**src/hdl/aluPkg.sv**
```systemverilog
`default_nettype none

package aluPkg;

	// datapath width of the processor.
	localparam int wordWidth = 32;
	localparam int shamtWidth = 5;
	localparam int opWidth = 5; // same width as the control field.

	typedef logic [wordWidth-1:0] word_t;
	typedef logic [shamtWidth-1:0] shamt_t;
	typedef logic [opWidth-1:0] aluOp_t;

	localparam aluOp_t opAdd = 5'd0;
	localparam aluOp_t opSub = 5'd1;
	localparam aluOp_t opAnd = 5'd2;
	localparam aluOp_t opOr = 5'd3;
	localparam aluOp_t opSll = 5'd4;
	localparam aluOp_t opSra = 5'd5; // codes above this are undefined.

endpackage

`default_nettype wire
```
**src/hdl/aluStage.sv**
```systemverilog
`timescale 1ns/1ps
`default_nettype none

module aluStage import aluPkg::*; #(
	parameter int dataWidth = wordWidth
) (
	input logic clk,
	input logic arstN,
	input word_t opA,
	input word_t opB,
	input aluOp_t aluOp,
	input shamt_t shiftAmt,
	input logic we,
	input logic flush,
	output word_t result,
	output logic neq,
	output logic lt
);

	logic [dataWidth-1:0] aluResult;
	logic aluNeq;
	logic aluLt;

	aluCore #(
		.dataWidth(dataWidth)
	) core_i (
		.opA(opA),
		.opB(opB),
		.aluOp(aluOp),
		.shiftAmt(shiftAmt),
		.aluResult(aluResult),
		.aluNeq(aluNeq),
		.aluLt(aluLt)
	);

	// one cycle of latency to the outputs.
	stageLatch #(
		.dataWidth(dataWidth)
	) latch_i (
		.clk(clk),
		.arstN(arstN),
		.flush(flush),
		.we(we),
		.aluResult(aluResult),
		.aluNeq(aluNeq),
		.aluLt(aluLt),
		.result(result),
		.neq(neq),
		.lt(lt)
	);

endmodule

`default_nettype wire

```
**src/hdl/stageLatch.sv**
```systemverilog
`timescale 1ns/1ps
`default_nettype none

module stageLatch import aluPkg::*; #(
	parameter int dataWidth = wordWidth
) (
	input logic clk,
	input logic arstN,
	input logic flush,
	input logic we,
	input logic [dataWidth-1:0] aluResult,
	input logic aluNeq,
	input logic aluLt,
	output logic [dataWidth-1:0] result,
	output logic neq,
	output logic lt
);

	always_ff @(posedge clk or negedge arstN) begin
		if (!arstN) begin
			result <= '0;
			neq <= 1'b0;
			lt <= 1'b0;
		end else if (flush) begin
			result <= '0; // flush beats we.
			neq <= 1'b0;
			lt <= 1'b0;
		end else if (we) begin
			result <= aluResult;
			neq <= aluNeq;
			lt <= aluLt;
		end // otherwise stall.
	end

endmodule

`default_nettype wire

```
**src/hdl/aluCore.sv**
```systemverilog
`timescale 1ns/1ps
`default_nettype none

module aluCore import aluPkg::*; #(
	parameter int dataWidth = wordWidth
) (
	input logic [dataWidth-1:0] opA,
	input logic [dataWidth-1:0] opB,
	input aluOp_t aluOp,
	input shamt_t shiftAmt,
	output logic [dataWidth-1:0] aluResult,
	output logic aluNeq,
	output logic aluLt
);

	logic isSub;
	logic [dataWidth-1:0] adderB;
	logic [dataWidth-1:0] sum;
	logic shiftRight;
	logic [dataWidth-1:0] shifted;

	// a - b as a + ~b + 1.
	assign isSub = (aluOp == opSub);
	assign adderB = isSub ? ~opB : opB;

	assign shiftRight = (aluOp == opSra);

	lookaheadAdder #(
		.dataWidth(dataWidth)
	) adder_i (
		.a(opA),
		.b(adderB),
		.cIn(isSub),
		.sum(sum),
		.cOut()
	);

	barrelShifter #(
		.dataWidth(dataWidth)
	) shifter_i (
		.data(opA),
		.shiftAmt(shiftAmt),
		.shiftRight(shiftRight),
		.shifted(shifted)
	);

	// flags follow opA and opB for every opcode.
	sliceComparator #(
		.dataWidth(dataWidth)
	) comparator_i (
		.a(opA),
		.b(opB),
		.neq(aluNeq),
		.lt(aluLt)
	);

	always_comb begin
		case (aluOp)
			opAdd, opSub: aluResult = sum;
			opAnd: aluResult = opA & opB;
			opOr: aluResult = opA | opB;
			opSll, opSra: aluResult = shifted;
			default: aluResult = '0; // undefined opcode.
		endcase
	end

endmodule

`default_nettype wire

```
**src/hdl/sliceComparator.sv**
```systemverilog
`timescale 1ns/1ps
`default_nettype none

module sliceComparator import aluPkg::*; #(
	parameter int dataWidth = wordWidth
) (
	input logic [dataWidth-1:0] a,
	input logic [dataWidth-1:0] b,
	output logic neq,
	output logic lt
);

	localparam int sliceCount = dataWidth / 2;

	// decision so far, entry 0 is before the top slice.
	logic [sliceCount:0] neqChain;
	logic [sliceCount:0] ltChain;

	assign neqChain[0] = 1'b0;
	assign ltChain[0] = 1'b0;

	for (genvar s = 0; s < sliceCount; s++) begin : gSlice
		localparam int base = (sliceCount - 1 - s) * 2; // msb slice first.
		logic [1:0] aSlice;
		logic [1:0] bSlice;
		logic sliceNeq;
		logic sliceLt;
		logic hiEq;

		assign aSlice = a[base +: 2];
		assign bSlice = b[base +: 2];

		assign hiEq = ~(aSlice[1] ^ bSlice[1]);
		assign sliceNeq = |(aSlice ^ bSlice);
		assign sliceLt = (~aSlice[1] & bSlice[1]) | (hiEq & ~aSlice[0] & bSlice[0]);

		// an earlier difference wins.
		assign neqChain[s+1] = neqChain[s] | sliceNeq;
		assign ltChain[s+1] = neqChain[s] ? ltChain[s] : sliceLt;
	end

	assign neq = neqChain[sliceCount];
	assign lt = ltChain[sliceCount];

endmodule

`default_nettype wire

```
**src/hdl/barrelShifter.sv**
```systemverilog
`timescale 1ns/1ps
`default_nettype none

module barrelShifter import aluPkg::*; #(
	parameter int dataWidth = wordWidth,
	localparam int levels = $clog2(dataWidth)
) (
	input logic [dataWidth-1:0] data,
	input logic [levels-1:0] shiftAmt,
	input logic shiftRight,
	output logic [dataWidth-1:0] shifted
);

	// level outputs, index 0 is the raw input.
	logic [dataWidth-1:0] stageData [levels+1];

	assign stageData[0] = data;

	// widest shift first: 16, 8, 4, 2, 1 for a 32-bit word.
	for (genvar k = 0; k < levels; k++) begin : gLevel
		localparam int step = 1 << (levels - 1 - k);
		logic [dataWidth-1:0] leftOut;
		logic [dataWidth-1:0] rightOut;
		logic signBit;

		assign signBit = stageData[k][dataWidth-1];

		// zero fill from the bottom.
		assign leftOut = {stageData[k][dataWidth-1-step:0], {step{1'b0}}};

		// sign fill from the top.
		assign rightOut = {{step{signBit}}, stageData[k][dataWidth-1:step]};

		always_comb begin
			if (!shiftAmt[levels-1-k]) begin
				stageData[k+1] = stageData[k]; // level bypassed.
			end else if (shiftRight) begin
				stageData[k+1] = rightOut;
			end else begin
				stageData[k+1] = leftOut;
			end
		end
	end

	assign shifted = stageData[levels];

endmodule

`default_nettype wire

```
**src/hdl/lookaheadAdder.sv**
```systemverilog
`timescale 1ns/1ps
`default_nettype none

module lookaheadAdder import aluPkg::*; #(
	parameter int dataWidth = wordWidth
) (
	input logic [dataWidth-1:0] a,
	input logic [dataWidth-1:0] b,
	input logic cIn,
	output logic [dataWidth-1:0] sum,
	output logic cOut
);

	localparam int blockCount = dataWidth / 8;

	logic [blockCount:0] blockCarry;

	assign blockCarry[0] = cIn;

	for (genvar blk = 0; blk < blockCount; blk++) begin : gBlock
		logic [7:0] gen;
		logic [7:0] prop;
		logic [7:0] carry;
		logic [8:0] genChain;
		logic blockGen;
		logic blockProp;

		assign gen = a[blk*8 +: 8] & b[blk*8 +: 8];
		assign prop = a[blk*8 +: 8] ^ b[blk*8 +: 8];

		// carries inside the block.
		assign carry[0] = blockCarry[blk];
		for (genvar idx = 0; idx < 7; idx++) begin : gCarry
			assign carry[idx+1] = gen[idx] | (prop[idx] & carry[idx]);
		end

		// group generate, independent of the incoming carry.
		assign genChain[0] = 1'b0;
		for (genvar idx = 0; idx < 8; idx++) begin : gGroup
			assign genChain[idx+1] = gen[idx] | (prop[idx] & genChain[idx]);
		end

		assign blockGen = genChain[8];
		assign blockProp = &prop;
		assign blockCarry[blk+1] = blockGen | (blockProp & blockCarry[blk]); // skips the ripple.

		assign sum[blk*8 +: 8] = prop ^ carry;
	end

	assign cOut = blockCarry[blockCount];

endmodule

`default_nettype wire

```
**config.mk**
```make
export PLATFORM = sky130hd
export DESIGN_NAME = aluStage
export DESIGN_NICKNAME = d
export VERILOG_FILES = /design/src/hdl/aluPkg.sv /design/src/hdl/aluStage.sv /design/src/hdl/stageLatch.sv /design/src/hdl/aluCore.sv /design/src/hdl/sliceComparator.sv /design/src/hdl/barrelShifter.sv /design/src/hdl/lookaheadAdder.sv
export SDC_FILE = /design/constraint.sdc
export NUM_CORES = 1
export LEC_CHECK = 0
export BUFFER_PORTS_ARGS = -buffer_cell sky130_fd_sc_hd__buf_2
export CELL_PAD_IN_SITES_DETAIL_PLACEMENT = 2
export CELL_PAD_IN_SITES_GLOBAL_PLACEMENT = 2
export CORE_ASPECT_RATIO = 1.75
export CORE_MARGIN = 2
export CORE_UTILIZATION = 25
export CTS_BUF_LIST = sky130_fd_sc_hd__clkbuf_8
export CTS_CLUSTER_SIZE = 30
export DETAILED_ROUTE_END_ITERATION = 16
export PLACE_DENSITY_LB_ADDON = 0.1
export RECOVER_POWER = 25
export SYNTH_ARGS = -nofsm -noshare
export SYNTH_HDL_FRONTEND = slang
export SYNTH_SLANG_ARGS = --single-unit
export TNS_END_PERCENT = 100
```
**constraint.sdc**
```tcl
create_clock -name clk -period 1.8 [get_ports clk]
set_clock_uncertainty 0.2 [all_clocks]
set_input_delay 0.09 -clock clk [delete_from_list [all_inputs] [get_ports clk]]
set_output_delay 0.09 -clock clk [all_outputs]
set_load 0.02 [all_outputs]
```
==> reports/metrics.yaml <==
sta:
  min_period_ns: 6.15
  hold_violations: 0
  report.final.setup_viol: 34
  whs_ns: 0.0319
  slew_violations: 0
  max_freq_mhz: 163
  fin_crit_sh_pct: 342
  rsz0062_at_grt: "true"
  worst_pin_slew_ns: 1.25
  fin_setup_tns_ns: -89.67
  slew_headroom_pct: 16.5
  fin_ws_ns: -4.35
global_routing:
  overflow: 0
  grt_pass1_vias: 15500
  grt_first_pass_wirelength_mm: 103
  grt_max_degree: 40
  antenna_found_initial: 1
  globalRouteTotalUtil_pct: 34.0
clocking:
  cts_tree: "done"
  insertion_delay_ns: 0.33
  clockBufferDepth: 2
  htree_levels: 2
  clock-sinks: 34
  cts_made_buffers: 5
  path_clk_slew_ns: 0.10
  ctsRootBufferMaster: "clkbuf_8"
floorplan:
  initial_core_util_pct: 25.2
  num_io_pins: 112
  die_x_um: 152
  die_y_um: 264
  core_um2: 38300
  rows: 95
  die_area_um2: 40200
flow_run:
  max-cap-violations: 0
detailed_routing:
  ant_nets: 0
  routed_wl_mm: 72.7
  drtPass1Iterations: 5
  viasPerCell: 5.74
  drc_errors: 0
  drtIter0Drc: 830
  wl_per_cell_um: 30.2
  vias: 13800
power_and_ir_drop:
  intPower_w: 0.00317
  p_clk_share_pct: 13.9
  p_leak_nw: 7.59
  power_frac_comb_pct: 72.8
  p_seq_share_pct: 13.2
  switching_share_pct: 47.8
  p_sw_w: 0.00291
  powerDensity_nw_per_um2: 374
  irDropWorstVdd_uv: 277
  p_total_w: 0.00608
setup_path:
  startpoint_type: "input pin"
  critPathLaunch: "aluOp[0]"
  cp_max_fo: 6
  crit_type: "in -> reg"
  worstPathArrival_ns: 6.16
  r2r-start: "latch_i.result[21]"
  timing.rr.end: "latch_i.result[21]"
  r2r_cells: 4
  reg2reg_slack_ns: 0.29
  worstSetupEndpointType: "flop"
  critPathSlowestCell: "fa_2"
  crit_path_frequent_cell: "fa_2"
  cp.required_ns: 1.81
  cp_slowest_stage_delay_ns: 0.40
placed_design:
  portBuffers: 111
  dp_hpwl_mm: 57.0
  dp_cells: 2346
  routabilityCongestion: 0.980
synthesis:
  syn_nets: 1537
  seq_area_frac_synth_pct: 8.83
  netlist_instances: 1328
  avgSynthCellArea_um2: 7.26
  synth-warning-count: 0
  synth_top_area_share_pct: 13.5
  synth_edf_count: 0
  synthTopCellsByCount: "nor2_1, a21oi_1, ha_1"
  ys_top_cells_by_area: "ha_1, dfrtp_1, a21oi_1"
  yosys.area.top_type: "ha_1"
  synth-seq-cells: 34
  synth_flop_cell: "dfrtp_1"
  synth_most_common_cell: "nor2_1"
  syn_area_um2: 9640
  async_reset_ff_share_pct: 100
  synth.distinct_cells: 94
hold_path:
  hold_path_end: "latch_i.neq"
  hp-start: "we"
  whs_path_depth: 4
  hp-class: "in -> reg"
run_status:
  status: "complete, but fails checks"
  violations: "negative setup slack"
layout:
  drive_gt1_share_pct: 46.4
  final_cells: 2407
  syn_to_final_growth_pct: 68.7
  nNetsFinal: 2129
  fill_cells: 4444
cell type report:
type	instances	area (um^2)	area share [%]
inverters	83	323	1.98
flip-flops and latches	34	851	5.23
clock buffers	5	68.8	0.423
repair buffers	692	5430	33.4
diodes	1	2.50	0.0154
clock inverters	3	45.0	0.277
well taps	485	607	3.73
multi-input cells	1104	8940	54.9
cell families (layout without fill, tap and decap cells):
| logic type | after synthesis | in the layout | share of synthesized area, % |
|---|---|---|---|
| xor gates and xnor gates | 37 | 37 | 3.36 |
| AOI/OAI and AO/OA | 495 | 495 | 35.2 |
| muxes | 55 | 55 | 6.28 |
| and+or+nand+nor | 386 | 386 | 19.2 |
| adders and majority gates | 131 | 131 | 19.1 |
| DFF | 34 | 34 | 8.83 |
| other | 0 | 1 | 0 |
| buffers and inverters | 190 | 783 | 8.10 |
sequential cells by signal (all words and copies together), names as in the netlist:
signal,count
latch_i.result,32
latch_i.neq,1
latch_i.lt,1
worst max-delay path by stage:
stage | slack, ns | end | cells past startpoint
after floorplan | -4.66 | latch_i.result[23] | 28
after global placement | -4.90 | latch_i.result[23] | 24
after detailed placement | -5.13 | latch_i.result[23] | 24
after CTS | -4.27 | latch_i.result[31] | 25
after global routing | -4.55 | latch_i.result[31] | 26
final | -4.35 | latch_i.result[31] | 26
worst max-delay path, delay by kind of cell:
family | cells | cell delay, ns
and+or+nand+nor | 2 | 0.47
AOI/OAI and AO/OA | 10 | 2.09
buffers and inverters | 3 | 0.33
adders and majority gates | 8 | 2.74
xor gates and xnor gates | 3 | 0.42
per-layer routing:
layer / vias up / track usage (%) / wire (um) / part of all wire (%)
li1: 6146 / - / - / -
met2: 421 / 64.0 / 37800 / 52
met4: 0 / 19.9 / 5610 / 7.7
met3: 197 / 2.53 / 2180 / 3.0
met5: - / 0 / 0 / 0
met1: 7048 / 36.9 / 27100 / 37
cells in the final DEF (no fill, tap or decap), types with 17 or more instances in the layout:
cell / count
o21ai_1: 25
a21oi_1: 102
o211ai_1: 23
o21ai_0: 65
fa_2: 27
nor3_1: 29
buf_6: 32
nand2_1: 90
a31oi_1: 29
mux2i_1: 34
nor2_1: 109
buf_12: 19
buf_2: 103
a211oi_1: 19
nand4_1: 19
xnor2_1: 30
ha_1: 88
a211o_1: 17
dfrtp_1: 34
buf_4: 521
inv_1: 74
nand3_1: 40
power by group through the flow:
stage,Combinational (W),Sequential (W),Clock (W)
2_1_floorplan,0.00160,0.000843,0
3_3_place_gp,0.00373,0.000817,0
3_5_place_dp,0.00384,0.000818,0
4_1_cts,0.00415,0.000804,0.000866
5_1_grt,0.00469,0.000808,0.000882
6_report,0.00443,0.000805,0.000848
through the flow:
step	util, %	setup slack (ns)	instance area, um^2
2_1_floorplan	-	-4.66	9850
3_3_place_gp	38.4	-4.90	14700
3_5_place_dp	38.4	-5.13	14700
4_1_cts	41.3	-4.27	15800
5_1_grt	42.5	-4.55	16300
6_report	42.5	-4.35	16300
repair_timing:
item,in CTS,in global routing
hold buffers,3,0
pin swaps,41,41
endpoints found under the setup margin,34,34
endpoints found under the hold margin,35,0
resized for setup,160,63
setup buffers,30,22
cloned,2,0
(Power assumes the default switching activity.)
